<file path="src/hdl/histogram_pkg.sv">
`default_nettype none

package histogram_pkg;

  // ########################################
  // Default widths
  // ########################################

  // Input sample width.
  localparam int sample_width_default = 12;

  // Bin index width, 2**8 bins by default.
  localparam int addr_width_default = 8;

  // Count held in each bin.
  localparam int data_width_default = 16;

  // ########################################
  // Core states
  // ########################################

  typedef enum logic [1:0] {
    st_clear  = 2'd0, // Zero fill after reset.
    st_idle   = 2'd1, // Waiting for a bin index.
    st_read   = 2'd2, // RAM read in flight.
    st_update = 2'd3  // Count is on a_rdata, stage the write.
  } core_state_t;

endpackage

`default_nettype wire
</file>
<file path="src/hdl/histogram_core.sv">
`default_nettype none

module histogram_core #(
  parameter int ADDR_WIDTH = histogram_pkg::addr_width_default,
  parameter int DATA_WIDTH = histogram_pkg::data_width_default
) (
  input  wire                   clock,
  input  wire                   aresetn,
  input  wire                   bin_valid,
  input  wire  [ADDR_WIDTH-1:0] bin_index,
  output logic                  bin_ready,
  output logic [ADDR_WIDTH-1:0] a_addr,
  output logic                  a_en,
  output logic                  a_we,
  output logic [DATA_WIDTH-1:0] a_wdata,
  input  wire  [DATA_WIDTH-1:0] a_rdata
);

  histogram_pkg::core_state_t state_reg, state_next;

  logic [ADDR_WIDTH-1:0] addr_reg, addr_next;
  logic [DATA_WIDTH-1:0] data_reg, data_next;
  logic                  en_reg, en_next;
  logic                  we_reg, we_next;
  logic                  ready_reg, ready_next;

  // ########################################
  // Registers
  // ########################################

  always_ff @(posedge clock)
  begin
    if (!aresetn)
    begin
      state_reg <= histogram_pkg::st_clear;
      addr_reg  <= '0;
      data_reg  <= '0; // Zero is what the clear writes.
      en_reg    <= 1'b1;
      we_reg    <= 1'b1;
      ready_reg <= 1'b0;
    end
    else
    begin
      state_reg <= state_next;
      addr_reg  <= addr_next;
      data_reg  <= data_next;
      en_reg    <= en_next;
      we_reg    <= we_next;
      ready_reg <= ready_next;
    end
  end

  // ########################################
  // Next state
  // ########################################

  always_comb
  begin
    state_next = state_reg;
    addr_next  = addr_reg;
    data_next  = data_reg;
    en_next    = en_reg;
    we_next    = we_reg;
    ready_next = ready_reg;

    case (state_reg)
      histogram_pkg::st_clear:
      begin
        addr_next = addr_reg + 1'b1; // One bin per cycle.
        if (&addr_reg)
        begin
          en_next    = 1'b0;
          we_next    = 1'b0;
          ready_next = 1'b1;
          state_next = histogram_pkg::st_idle;
        end
      end

      histogram_pkg::st_idle:
      begin
        // The write staged in st_update commits during this cycle.
        en_next = 1'b0;
        we_next = 1'b0;
        if (bin_valid && ready_reg)
        begin
          addr_next  = bin_index;
          en_next    = 1'b1;
          ready_next = 1'b0;
          state_next = histogram_pkg::st_read;
        end
      end

      histogram_pkg::st_read:
      begin
        state_next = histogram_pkg::st_update;
      end

      histogram_pkg::st_update:
      begin
        we_next    = 1'b1;
        data_next  = (&a_rdata) ? a_rdata : a_rdata + 1'b1; // Saturate at all ones.
        ready_next = 1'b1;
        state_next = histogram_pkg::st_idle;
      end

      default:
      begin
        state_next = histogram_pkg::st_clear;
      end
    endcase
  end

  assign bin_ready = ready_reg;
  assign a_addr    = addr_reg;
  assign a_en      = en_reg;
  assign a_we      = we_reg;
  assign a_wdata   = data_reg;

endmodule

`default_nettype wire

</file>
<file path="config.mk">
export PLATFORM = sky130hd
export DESIGN_NAME = histogram_core
export DESIGN_NICKNAME = d
export VERILOG_FILES = /design/src/hdl/histogram_pkg.sv /design/src/hdl/histogram_core.sv
export SDC_FILE = /design/constraint.sdc
export NUM_CORES = 1
export LEC_CHECK = 0
export ABC_CLOCK_PERIOD_IN_PS = 2430
export CORE_UTILIZATION = 35
export DETAILED_ROUTE_END_ITERATION = 8
export DONT_BUFFER_PORTS = 1
export HOLD_SLACK_MARGIN = 0.12
export PLACE_DENSITY = 0.54
export SYNTH_ARGS = -nofsm -noshare
export SYNTH_HDL_FRONTEND = slang
export SYNTH_SLANG_ARGS = --single-unit
</file>
<file path="constraint.sdc">
create_clock -name clock -period 2.43 [get_ports clock]
set_clock_uncertainty 0.2 [all_clocks]
set_input_delay 0.486 -clock clock [delete_from_list [all_inputs] [get_ports clock]]
set_output_delay 0.486 -clock clock [all_outputs]
set_load 0.01 [all_outputs]
</file>
# After elaboration in Yosys (flattened, before gate mapping)
# Cells that the tools add are included.
[word_totals]
reg_bits = 29
inputBits = 27
out_inout_bits = 27
wordCells = 37
[classes]
add_sub_neg = 2
eq_ne = 5
muxes = 13
n_reduce_logical = 11
[op_table]
columns = ["op", "n"]
rows = [
  ["16-bit by 1-bit adder with 16-bit output (second input constant)", 1],
  ["16-bit 2-to-1 mux", 1],
  ["8-bit one-hot mux with 2 select lines", 1],
  ["16-bit AND reduction", 1],
  ["8-bit by 1-bit adder with 8-bit output (second input constant)", 1],
  ["8-bit 2-to-1 mux", 1],
  ["2-bit one-hot mux with 4 select lines", 1],
  ["2-bit AND reduction", 4],
  ["8-bit AND reduction", 1],
  ["1-bit one-hot mux with 3 select lines", 2],
  ["2-bit == test (second input constant)", 2],
  ["1-bit 2-to-1 mux", 4],
  ["2-bit 2-to-1 mux", 2],
  ["2-bit inequality test (second input constant)", 2],
  ["3-bit AND reduction", 1],
  ["3-bit nonzero test", 1],
  ["2-bit by 1-bit == test with 1-bit output (second input constant)", 1],
  ["2-bit zero test", 1],
  ["1-bit one-hot mux with 2 select lines", 1],
  ["2-bit nonzero test", 1],
  ["1-bit logical AND", 1],
]

# Longest topological paths before layout
# Gate-level depths: netlist of the first run.
[depth]
ltp_word = 3
ltp_mapped = 8
depth_no_buf = 6

# Worst setup path after synthesis of the first run
# Ideal clock, no wire load.
[synth_path]
kind = "input-to-reg"
from = "input a_rdata[0]"
to = "register data_reg[10], in the netlist a_wdata[10]"
setup_time_ns = 0.074
t_arrival_ns = 1.723
required_ns = 2.156
setup_slack_ns = 0.433
path_stages = 5
n_path_buf = 0
path_cell_list = "ha_1 > nand4_1 > or2_1 > or4_1 > a31oi_1"
[synth_between]
elab_chain_cells = 2
elab_cells_between_ends = 3
classes_between = "add/sub: 1; mux: 1; reduce/logical: 1"
[synth_rtl]
columns = ["item", "line_no", "rtl"]
rows = [
  ["start: declaration", "histogram_core.sv:16", "input wire [DATA_WIDTH-1:0] a_rdata"],
  ["16-bit by 1-bit adder with 16-bit output / 16-bit AND reduction (equally long branches)", "histogram_core.sv:101", "data_next = (&a_rdata) ? a_rdata : a_rdata + 1'b1;"],
  ["16-bit 2-to-1 mux *", "histogram_core.sv:101", ""],
  ["end signal: assignment", "histogram_core.sv:46", "data_reg <= data_next;"],
  ["end: declaration", "histogram_core.sv:22", "logic [DATA_WIDTH-1:0] data_reg, data_next;"],
]
# Mark *: on every way between the ends. The rest lies on a longest branch, timed or not.
# A chain may end at the register's enable or synchronous reset.

# Worst setup path after layout of the first run
[layout_path]
from = "register addr_reg[0], in the netlist a_addr[0]"
to = "register ready_reg, in the netlist bin_ready"
[layout_between]
elab_chain_cells = 3
[layout_rtl]
columns = ["item", "line_no", "rtl"]
rows = [
  ["start: declaration", "histogram_core.sv:21", "logic [ADDR_WIDTH-1:0] addr_reg, addr_next;"],
  ["start signal: assignment", "histogram_core.sv:45", "addr_reg <= addr_next;"],
  ["8-bit AND reduction", "histogram_core.sv:70", "if (&addr_reg)"],
  ["2-bit inequality test (no source line)", "--", ""],
  ["3-bit AND reduction (no source line)", "--", ""],
  ["end signal: assignment", "histogram_core.sv:49", "ready_reg <= ready_next;"],
  ["end: declaration", "histogram_core.sv:25", "logic ready_reg, ready_next;"],
]
# Every way passes these cells.

==> metrics, run 1 <==
outcome=finished, final reports clean; worst reg-to-reg setup slack=0.43 ns; largest net degree at the start of global routing=31; total nets after synthesis=between 200 and 250; Sinks on Clock Net=29; sequential element share of the synthesized area=between 30% and 40%; Die Area=roughly 5200 um2; data arrival time at the worst-slack endpoint=~2.0 ns; RSZ-0062 raised after global routing=false; number of iterations in the first detailed-routing pass=4; Gate Count Post-Synth=213; worst reg2reg path endpoint=bin_ready; fraction of synthesized cell area in xor and xnor cells=roughly 1.0%; combinational family with the most area after synthesis=simple AND/OR/NAND/NOR gates; number of enable-type register cells in the synthesized netlist=0; total routing usage reported by global routing=a little under a fifth; WL per Instance=16.0 um; kind of start point of the critical path=flop; number of max-cap violations=0; top-level port count=54; antenna diode instance count=0; count of input and output buffers=0; area of placed instances=about 1800 um2; area of the core region=4720 um2; combined area of the multi-input logic cells=1080 um2; area fraction in and, or, nand and nor cells after synthesis=a little over a quarter; most instantiated flip-flop cell in the synthesis netlist=sky130_fd_sc_hd__dfxtp_1; Post-CTS Setup Repair Bufs=0; slew at the pin closest to its max-slew limit=approximately 0.54 ns; critical path endpoint category=flop; via count normalized by instance count=5.73; TritonCTS clock tree=yes; slew margin rel.=between 60% and 70%; area grow syn2layout=9.79%; most common cell after layout, fill and taps aside=sky130_fd_sc_hd__dfxtp_1; startpoint of the worst register-to-register path=a_addr[0]; clock network latency to the later pin of the worst-skew pair=roughly 0.28 ns; type of the worst setup path=flop to flop; final setup violating endpoints=0; clock root buffer=sky130_fd_sc_hd__clkbuf_8; final HPWL from detailed placement=roughly 3200 um; maximum ir drop on the vdd rail=between 200 and 250 uV; fraction of the mapped netlist area in compound gates=roughly a quarter; syn avg cell area=a little over 8 um2; reported leakage power=about 0.63 nW; commonest cells after routing, fill and taps aside=sky130_fd_sc_hd__dfxtp_1 (29), sky130_fd_sc_hd__nand2_1 (24), sky130_fd_sc_hd__o21ai_0 (17); share of the cycle needed by the critical path after routing=slightly above 80%; final cell area excluding filler cells=approximately 1900 um2; Syn Std Cell Area=between 1500 and 2000 um2; Hold Path Sink=a_addr[2]; area used by sequential logic in the layout=581 um2; top cells by area in the synthesized netlist=sky130_fd_sc_hd__dfxtp_1 (34%), sky130_fd_sc_hd__nand2_1 (5.2%), sky130_fd_sc_hd__ha_1 (5.1%); die span in y=72.2 um; number of standard-cell rows in the floorplan=25; CP Launch Point=a_addr[0]; final net count=250; required time of the critical path=approximately 2.4 ns; overall power of the completed layout=around 1.3 mW; first-pass GRT wire length=roughly 7400 um; Post-Route WL=4530 um; weighted congestion at the end of routability-driven global placement=0.779; first-iteration detailed-routing DRC count=38; share of cells above drive strength 1=7.83%; total power per unit cell area=~700 nW/um2; portion of netlist area occupied by mux cells=between 4 and 5%; highest fanout seen on the critical path=6; maximum operating frequency=0.501 GHz; via count of the first global-routing pass=roughly 1500; unique cell type count in the Yosys netlist=48; PostCTS Resize Cnt=0; number of max-slew violations in the final report=0; number of CTS-inserted buffers=5; top cell type's share of synthesized area=roughly a third; DIE WIDTH=roughly 72 um; flop and latch count out of synthesis=29; fraction of synthesis flops using an asynchronous set or reset pin=0%; Max clock buf depth=2; synthesized-area fraction occupied by adder cells=~5%; ANT nets after route=0; initial core utilization=a little over a third; Warnings, synthesis=0; cells on worst reg2reg path=5; final period demand of the worst path=2.00 ns; Largest register FFs=16; number of antenna violations at the first check in global routing=0; number of failing hold endpoints at the final stage=0; fill cell instance count of the final layout=495; total negative slack for setup checks=0 ns; maximum level of the CTS H-tree=2; dominant cell type by area after synthesis=sky130_fd_sc_hd__dfxtp_1; DRC violations left=0; critical hold path startpoint=aresetn; residual overflow from global routing=0; number of cells traversed by the worst hold path=1; Hold Crit Class=input pin to flop; Clk pin slew, worst setup/hold paths=roughly 0.06 ns; vias=about 1600; Post-CTS Hold Buffers=1
synthesized netlist by cell type, drive strengths merged (4+ instances only):
| library cell | number |
|---|---|
| o21ai | 17 |
| nor4 | 4 |
| mux2i | 6 |
| and3 | 4 |
| a31oi | 8 |
| nand2 | 24 |
| inv | 6 |
| a21oi | 9 |
| o31ai | 6 |
| clkbuf | 8 |
| nand3 | 11 |
| a21boi | 10 |
| ha | 7 |
| nand4 | 9 |
| nor2 | 11 |
| dfxtp | 29 |
| nor3 | 6 |
how the worst max path moves through the flow:
| stage | endpoint | slack [ns] | cells after the start |
|---|---|---|---|
| final | bin_ready | 0.43 | 5 |
| after CTS | state_reg[1] | 0.47 | 5 |
| after floorplan | a_wdata[10] | 0.43 | 5 |
| after global placement | a_wdata[10] | 0.32 | 5 |
| after global routing | bin_ready | 0.27 | 5 |
| after detailed placement | a_wdata[10] | 0.30 | 5 |
layout make-up:
type	count	area share, %
sequential	29	30.6
multi-input combinational	168	57.2
timing repair buffer	5	2.11
inverter	7	1.39
clock buffer	8	4.23
tap	67	4.43
kinds of logic after synthesis:
family                     count (synthesis)
adders and majority gates                  7
AOI/OAI and AO/OA                         67
DFF                                       29
and+or+nand+nor                           85
xor gates and xnor gates                   2
buffers and inverters                     16
muxes                                      7
stage by stage:
step / worst slack [ns] / hold slack [ns] / std cells / utilization [%]
global route: 0.268 / 0.126 / 284 / 40.1
floorplan: 0.433 / 0.268 / 213 / -
detailed placement: 0.301 / 0.296 / 275 / 38.2
finish: 0.433 / 0.143 / 284 / 40.1
CTS: 0.468 / 0.126 / 284 / 40.1
global placement: 0.323 / 0.295 / 275 / 38.2
per-layer routing:
metal,wire (um),GRT usage (%)
met2,2010,28.9
met3,357,7.36
met1,2070,22.8
met5,0,0
met4,85,8.28
critical path, stage by stage, from the launching register on:
cell and delay, ns:
sky130_fd_sc_hd__dfxtp_1 0.47, sky130_fd_sc_hd__ha_1 0.26, sky130_fd_sc_hd__nand3_1 0.20, sky130_fd_sc_hd__o31ai_1 0.41
sky130_fd_sc_hd__a21boi_0 0.16, sky130_fd_sc_hd__o21a_1 0.20
power breakdown:
part	switching (mW)	leakage (nW)	total, mW	internal, mW
logic	0.169	0.356	0.309	0.140
registers	0.0765	0.234	0.598	0.522
clock network	0.186	0.0395	0.390	0.203
total	0.432	0.630	1.30	0.865
No activity file was read; power rests on OpenSTA's default activity.
==> inputs of run 2 (changes only) <==
--- a/config.mk
+++ b/config.mk
@@ -5,7 +5,7 @@
 export SDC_FILE = /design/constraint.sdc
 export NUM_CORES = 1
 export LEC_CHECK = 0
-export ABC_CLOCK_PERIOD_IN_PS = 2430
+export ABC_CLOCK_PERIOD_IN_PS = 1900
 export CORE_UTILIZATION = 35
 export DETAILED_ROUTE_END_ITERATION = 8
 export DONT_BUFFER_PORTS = 1
==> constraint.sdc (replaced) <==
create_clock -name clock -period 1.9 [get_ports clock]
set_clock_uncertainty 0.2 [all_clocks]
set_input_delay 0.38 -clock clock [delete_from_list [all_inputs] [get_ports clock]]
set_output_delay 0.38 -clock clock [all_outputs]
set_load 0.01 [all_outputs]
==> metrics, run 2 (synthesis gave the netlist of run 1 again) <==
largest net degree at the start of global routing=26 (-16%); GRT Max-Usage Layer=met2; commonest cells after routing, fill and taps aside=sky130_fd_sc_hd__dfxtp_1 (28), sky130_fd_sc_hd__nand2_1 (24), sky130_fd_sc_hd__dlygate4sd3_1 (19); count of input and output buffers=0 (unchanged); weighted congestion at the end of routability-driven global placement=0.829 (+6.4%); final HPWL from detailed placement=3290 um (+2.1%); ANT nets after route=0 (unchanged); antenna diode instance count=0 (unchanged); Hold Crit Class=input pin to flop; area grow syn2layout=27.3%; number of failing hold endpoints at the final stage=0 (unchanged); share of the cycle needed by the critical path after routing=93.8% (+12 points); residual overflow from global routing=0 (unchanged); fill cell instance count of the final layout=485 (-2.0%); total routing usage reported by global routing=19.4% (+0.74 points); number of max-cap violations=0 (unchanged); internal power component=1.21 mW (+40%); Largest register FFs=16 (unchanged); chain of cells forming the critical path=inv_1 > ha_1 > and3_1 > nor2_4 > nor2_1 > o221a_2; top-level port count=54 (unchanged); P_sw=628 uW (+46%); master of the slowest instance on the critical path=sky130_fd_sc_hd__dfxtp_1; Post-Route WL=4630 um (+2.3%); kind of start point of the critical path=flop; first-iteration detailed-routing DRC count=59 (+55%); area of the core region=4720 um2 (unchanged); number of CTS-inserted buffers=5 (unchanged); Sinks on Clock Net=29 (unchanged); data arrival time at the worst-slack endpoint=1.75 ns (-0.23 ns); final net count=283 (+13%); Sequential Power Share=40.6% (-5.6 points); clock network latency to the later pin of the worst-skew pair=0.28 ns (about the same); via count normalized by instance count=5.54 (-3.3%); final setup margin=0.119 ns (-0.315 ns); vias=1744 (+7.3%); Clock Power Share=25.7% (-4.3 points); DIE WIDTH=72.2 um (unchanged); highest fanout seen on the critical path=6 (unchanged); maximum operating frequency=0.561 GHz (+12%); Place WS=-0.000503 ns (-0.301 ns); clock root buffer=sky130_fd_sc_hd__clkbuf_8; Max clock buf depth=2 (unchanged); type of the worst setup path=flop to flop; number of antenna violations at the first check in global routing=0 (unchanged); Slowest Stage Delay on Critical Path=0.38 ns (-0.09 ns); most common cell after layout, fill and taps aside=sky130_fd_sc_hd__dfxtp_1; WL per Instance=14.7 um (-7.8%); via count of the first global-routing pass=1731 (+18%); outcome=finished, final reports clean; global-route met3 utilization=7.08% (-0.28 points); reported leakage power=0.774 nW (+23%); TritonCTS clock tree=yes; required time of the critical path=1.87 ns (-0.54 ns); die span in y=72.2 um (unchanged); Clk pin slew, worst setup/hold paths=0.06 ns (about the same); critical path endpoint category=flop; fraction of met2 tracks used by global routing=32.5% (+3.6 points); RSZ-0062 raised after global routing=false; final setup violating endpoints=0 (unchanged); number of standard-cell rows in the floorplan=25 (unchanged); number of iterations in the first detailed-routing pass=4 (unchanged); met1 layer usage reported by global route=23.1% (+0.28 points); first-pass GRT wire length=7950 um (+7.2%); number of max-slew violations in the final report=0 (unchanged); DRC violations left=0 (unchanged); maximum level of the CTS H-tree=2 (unchanged); final period demand of the worst path=1.78 ns (-0.215 ns); initial core utilization=36.5% (unchanged); logic gate share of total power=33.7% (+9.9 points); WHS=0.129 ns (-0.0142 ns); slew margin rel.=46.2% (-18 points); total power per unit cell area=838 nW/um2 (+22%); Die Area=5210 um2 (unchanged); slew at the pin closest to its max-slew limit=0.807 ns (+0.268 ns); switch share=34.1% (+0.84 points); share of cells above drive strength 1=14.5% (+6.7 points); maximum ir drop on the vdd rail=321 uV (+40%)
run 2: cell types whose count changed in the layout (fill, tap and decap cells not counted), sizes merged:
cell	before	now
dlymetal6s4s	0	1
buf	4	18
dlygate4sd3	1	19
clkbuf	8	5
inv	6	7
run 2: worst max-delay path, delay by kind of cell (launching register included):
kind,cells,cell delay (ns)
AOI/OAI and AO/OA,1,0.25
adders and majority gates,1,0.26
buffers and inverters,1,0.10
DFF,1,0.38
and+or+nand+nor,3,0.48
run 2: cell type report:
type / count / area [um2] / share of cell area [%]
clock inverters: 1 / 5.00 / 0.228
well taps: 67 / 83.8 / 3.82
multi-input cells: 168 / 1090 / 49.8
repair buffers: 38 / 338 / 15.4
flip-flops and latches: 29 / 582 / 26.5
inverters: 7 / 26.3 / 1.20
clock buffers: 5 / 68.8 / 3.13
run 2: final timing paths:
| kind | from | end | slack (ns) | cells past startpoint |
|---|---|---|---|---|
| min | a_rdata[15] | a_wdata[15] | 0.13 | 3 |
| max | state_reg[1] | a_addr[7] | 0.12 | 6 |
| max reg2reg | state_reg[1] | a_addr[7] | 0.12 | 6 |
| min reg2reg | a_wdata[3] | a_wdata[3] | 0.32 | 2 |
run 2: what timing repair did:
action	in CTS	in global routing
endpoints found under the hold margin	29	0
buffers inserted	0	0
resized for setup	0	5
setup endpoints to repair	0	14
hold buffers	20	0
run 2: layer usage:
| metal | wire, um | share of wire [%] |
|---|---|---|
| met5 | 0 | 0 |
| met4 | 48 | 1.0 |
| met3 | 428 | 9.2 |
| met2 | 2080 | 45 |
| met1 | 2070 | 45 |
run 2: stage by stage:
stage | utilization [%] | power [mW] | cells | cell area (um2) | setup TNS [ns]
finish | 46.5 | 1.84 | 315 | 2200 | 0
global route | 46.5 | 1.99 | 315 | 2200 | 0
CTS | 46.3 | 1.84 | 315 | 2190 | 0
detailed placement | 40.5 | 1.21 | 289 | 1910 | -0.000503
global placement | 40.5 | 1.20 | 289 | 1910 | 0
floorplan | - | 1.08 | 213 | 1730 | 0
run 2: power groups by stage:
| stage | logic (mW) | registers (mW) | clock network [mW] |
|---|---|---|---|
| floorplan | 0.322 | 0.759 | 0 |
| global placement | 0.466 | 0.737 | 0 |
| detailed placement | 0.468 | 0.738 | 0 |
| CTS | 0.602 | 0.746 | 0.492 |
| global route | 0.712 | 0.758 | 0.517 |
| finish | 0.621 | 0.747 | 0.473 |
==> inputs of run 3 (changes only) <==
--- a/config.mk
+++ b/config.mk
@@ -6,6 +6,7 @@
 export NUM_CORES = 1
 export LEC_CHECK = 0
 export ABC_CLOCK_PERIOD_IN_PS = 1900
+export CORE_ASPECT_RATIO = 0.7
 export CORE_UTILIZATION = 35
 export DETAILED_ROUTE_END_ITERATION = 8
 export DONT_BUFFER_PORTS = 1
==> metrics, run 3 (synthesis gave the netlist of run 1 again) <==
share of the cycle needed by the critical path after routing=93.1% (-0.63 points); Hold Crit Class=input pin to flop; slew at the pin closest to its max-slew limit=0.383 ns (-0.423 ns); maximum level of the CTS H-tree=2 (unchanged); vias=1677 (-3.8%); residual overflow from global routing=0 (unchanged); internal power component=1.21 mW (-0.43%); most common cell after layout, fill and taps aside=sky130_fd_sc_hd__dfxtp_1; number of iterations in the first detailed-routing pass=4 (unchanged); final setup violating endpoints=0 (unchanged); Clock Power Share=25.0% (-0.7 points); number of standard-cell rows in the floorplan=20 (-20%); most used cell along the critical path=sky130_fd_sc_hd__buf_4; Max clock buf depth=2 (unchanged); reported leakage power=0.721 nW (-6.9%); cells on worst reg2reg path=7 (+1); clock root buffer=sky130_fd_sc_hd__clkbuf_8; number of max-slew violations in the final report=0 (unchanged); total negative slack for setup checks=0 ns (unchanged); antenna diode instance count=0 (unchanged); required time of the critical path=1.85 ns (-0.02 ns); highest fanout seen on the critical path=6 (unchanged); number of cells traversed by the worst hold path=1 (-2); share of the core filled with cells=45.6% (-0.94 points); area of the core region=4530 um2 (-4.1%); die span in y=60.7 um (-16%); total routing usage reported by global routing=19.3% (-0.052 points); maximum operating frequency=0.565 GHz (+0.68%); Post-Route WL=4850 um (+4.7%); kind of start point of the critical path=flop; RSZ-0062 raised after global routing=false; area used by sequential logic in the layout=582 um2 (unchanged); number of antenna violations at the first check in global routing=0 (unchanged); area grow syn2layout=19.7%; WL per Instance=16.1 um (+9.6%); top-level port count=54 (unchanged); Clk pin slew, worst setup/hold paths=0.07 ns (about the same); total power per unit cell area=892 nW/um2 (+6.5%); master of the slowest instance on the critical path=sky130_fd_sc_hd__dfxtp_1; share of cells above drive strength 1=15.7% (+1.2 points); WHS=-0.00995 ns (-0.138 ns); data arrival time at the worst-slack endpoint=1.72 ns (-0.03 ns); fill cell instance count of the final layout=466 (-3.9%); via count normalized by instance count=5.57 (+0.63%); Sinks on Clock Net=29 (unchanged); TritonCTS clock tree=yes; number of failing hold endpoints at the final stage=1 (+1); chain of cells forming the critical path=inv_1 > ha_1 > buf_4 > nand3_1 > buf_4 > o311ai_0 > a21boi_0; count of input and output buffers=0 (unchanged); combined area of the multi-input logic cells=1100 um2 (+0.34%); Die Area=5220 um2 (about the same); Sequential Power Share=40.8% (+0.2 points); switch share=34.4% (+0.32 points); number of CTS-inserted buffers=5 (unchanged); DIE WIDTH=85.9 um (+19%); first-iteration detailed-routing DRC count=110 (+86%); largest net degree at the start of global routing=33 (+27%); slew margin rel.=74.3% (+28 points); P_sw=634 uW (+1.0%); final net count=270 (-4.6%); via count of the first global-routing pass=1504 (-13%); clock network latency to the later pin of the worst-skew pair=0.27 ns (about the same); failing checks=hold timing; first-pass GRT wire length=7730 um (-2.7%); final HPWL from detailed placement=3660 um (+11%); outcome=finished, violations left; number of max-cap violations=0 (unchanged); critical path endpoint category=flop; maximum ir drop on the vdd rail=332 uV (+3.3%); logic gate share of total power=34.2% (+0.5 points); ANT nets after route=0 (unchanged); final period demand of the worst path=1.77 ns (-0.0120 ns); Slowest Stage Delay on Critical Path=0.31 ns (-0.07 ns); commonest cells after routing, fill and taps aside=sky130_fd_sc_hd__dfxtp_1 (28), sky130_fd_sc_hd__nand2_1 (24), sky130_fd_sc_hd__buf_4 (19); DRC violations left=0 (unchanged); type of the worst setup path=flop to flop; initial core utilization=38.1% (+1.6 points); Largest register FFs=16 (unchanged); weighted congestion at the end of routability-driven global placement=0.864 (+4.3%)
[run 3: cell types whose count changed in the layout (fill, tap and decap cells not counted)]
cell | previous run | this run
sky130_fd_sc_hd__inv_2 | 1 | 0
sky130_fd_sc_hd__dlymetal6s4s_1 | 1 | 0
sky130_fd_sc_hd__clkinv_1 | 0 | 1
sky130_fd_sc_hd__a21oi_1 | 9 | 8
sky130_fd_sc_hd__dlygate4sd3_1 | 19 | 6
sky130_fd_sc_hd__buf_4 | 18 | 19
sky130_fd_sc_hd__a21oi_2 | 0 | 1
[run 3: critical path: cells and delay by family (launching register included)]
family                   cells  cell delay [ns]
buffers and inverters        3             0.47
flip-flops                   1             0.31
AO/OA/AOI/OAI                2             0.21
AND/OR/NAND/NOR              1             0.16
adder cells (fa/ha/maj)      1             0.30
[run 3: final timing paths]
check,startpoint,to,slack (ns)
min,aresetn,a_we,-0.01
max,state_reg[1],a_addr[6],0.13
max reg2reg,state_reg[1],a_addr[6],0.13
min reg2reg,a_wdata[3],a_wdata[3],0.32
[run 3: what timing repair did]
item / CTS / global route
endpoints found under the hold margin: 29 / 27
resized for setup: 0 / 4
hold buffers: 5 / 1
setup buffers: 0 / 0
endpoints found under the setup margin: 0 / 6
[run 3: routing by layer]
layer / GRT usage (%) / wire [um]
met1: 29.0 / 2550
met2: 26.0 / 1860
met3: 6.94 / 415
met4: 4.29 / 22
met5: 0 / 0
[run 3: layout make-up]
class | count | share of cell area, %
clock buffer | 5 | 3.33
clock inverter | 1 | 0.242
inverter | 7 | 1.27
multi-input combinational | 168 | 53.2
sequential | 29 | 28.2
tap | 66 | 4.00
timing repair buffer | 25 | 9.82
[run 3: per-stage QoR]
| stage | hold WS, ns | total power [mW] | instances | area [um2] | setup WS (ns) |
|---|---|---|---|---|---|
| 3_3_place_gp | 0.261 | 1.23 | 289 | 1920 | 0.0700 |
| 2_1_floorplan | 0.268 | 1.08 | 213 | 1730 | 0.00876 |
| 3_5_place_dp | 0.266 | 1.23 | 289 | 1920 | 0.0543 |
| 5_1_grt | -0.0133 | 1.97 | 301 | 2060 | 0.0145 |
| 6_report | -0.00995 | 1.84 | 301 | 2060 | 0.131 |
| 4_1_cts | -0.0236 | 1.83 | 300 | 2040 | 0.0323 |
[run 3: power by group through the flow]
stage / sequential [mW] / clock (mW) / combinational, mW
global placement: 0.739 / 0 / 0.489
finish: 0.752 / 0.460 / 0.630
global route: 0.760 / 0.515 / 0.693
CTS: 0.750 / 0.480 / 0.605
detailed placement: 0.740 / 0 / 0.491
floorplan: 0.759 / 0 / 0.322
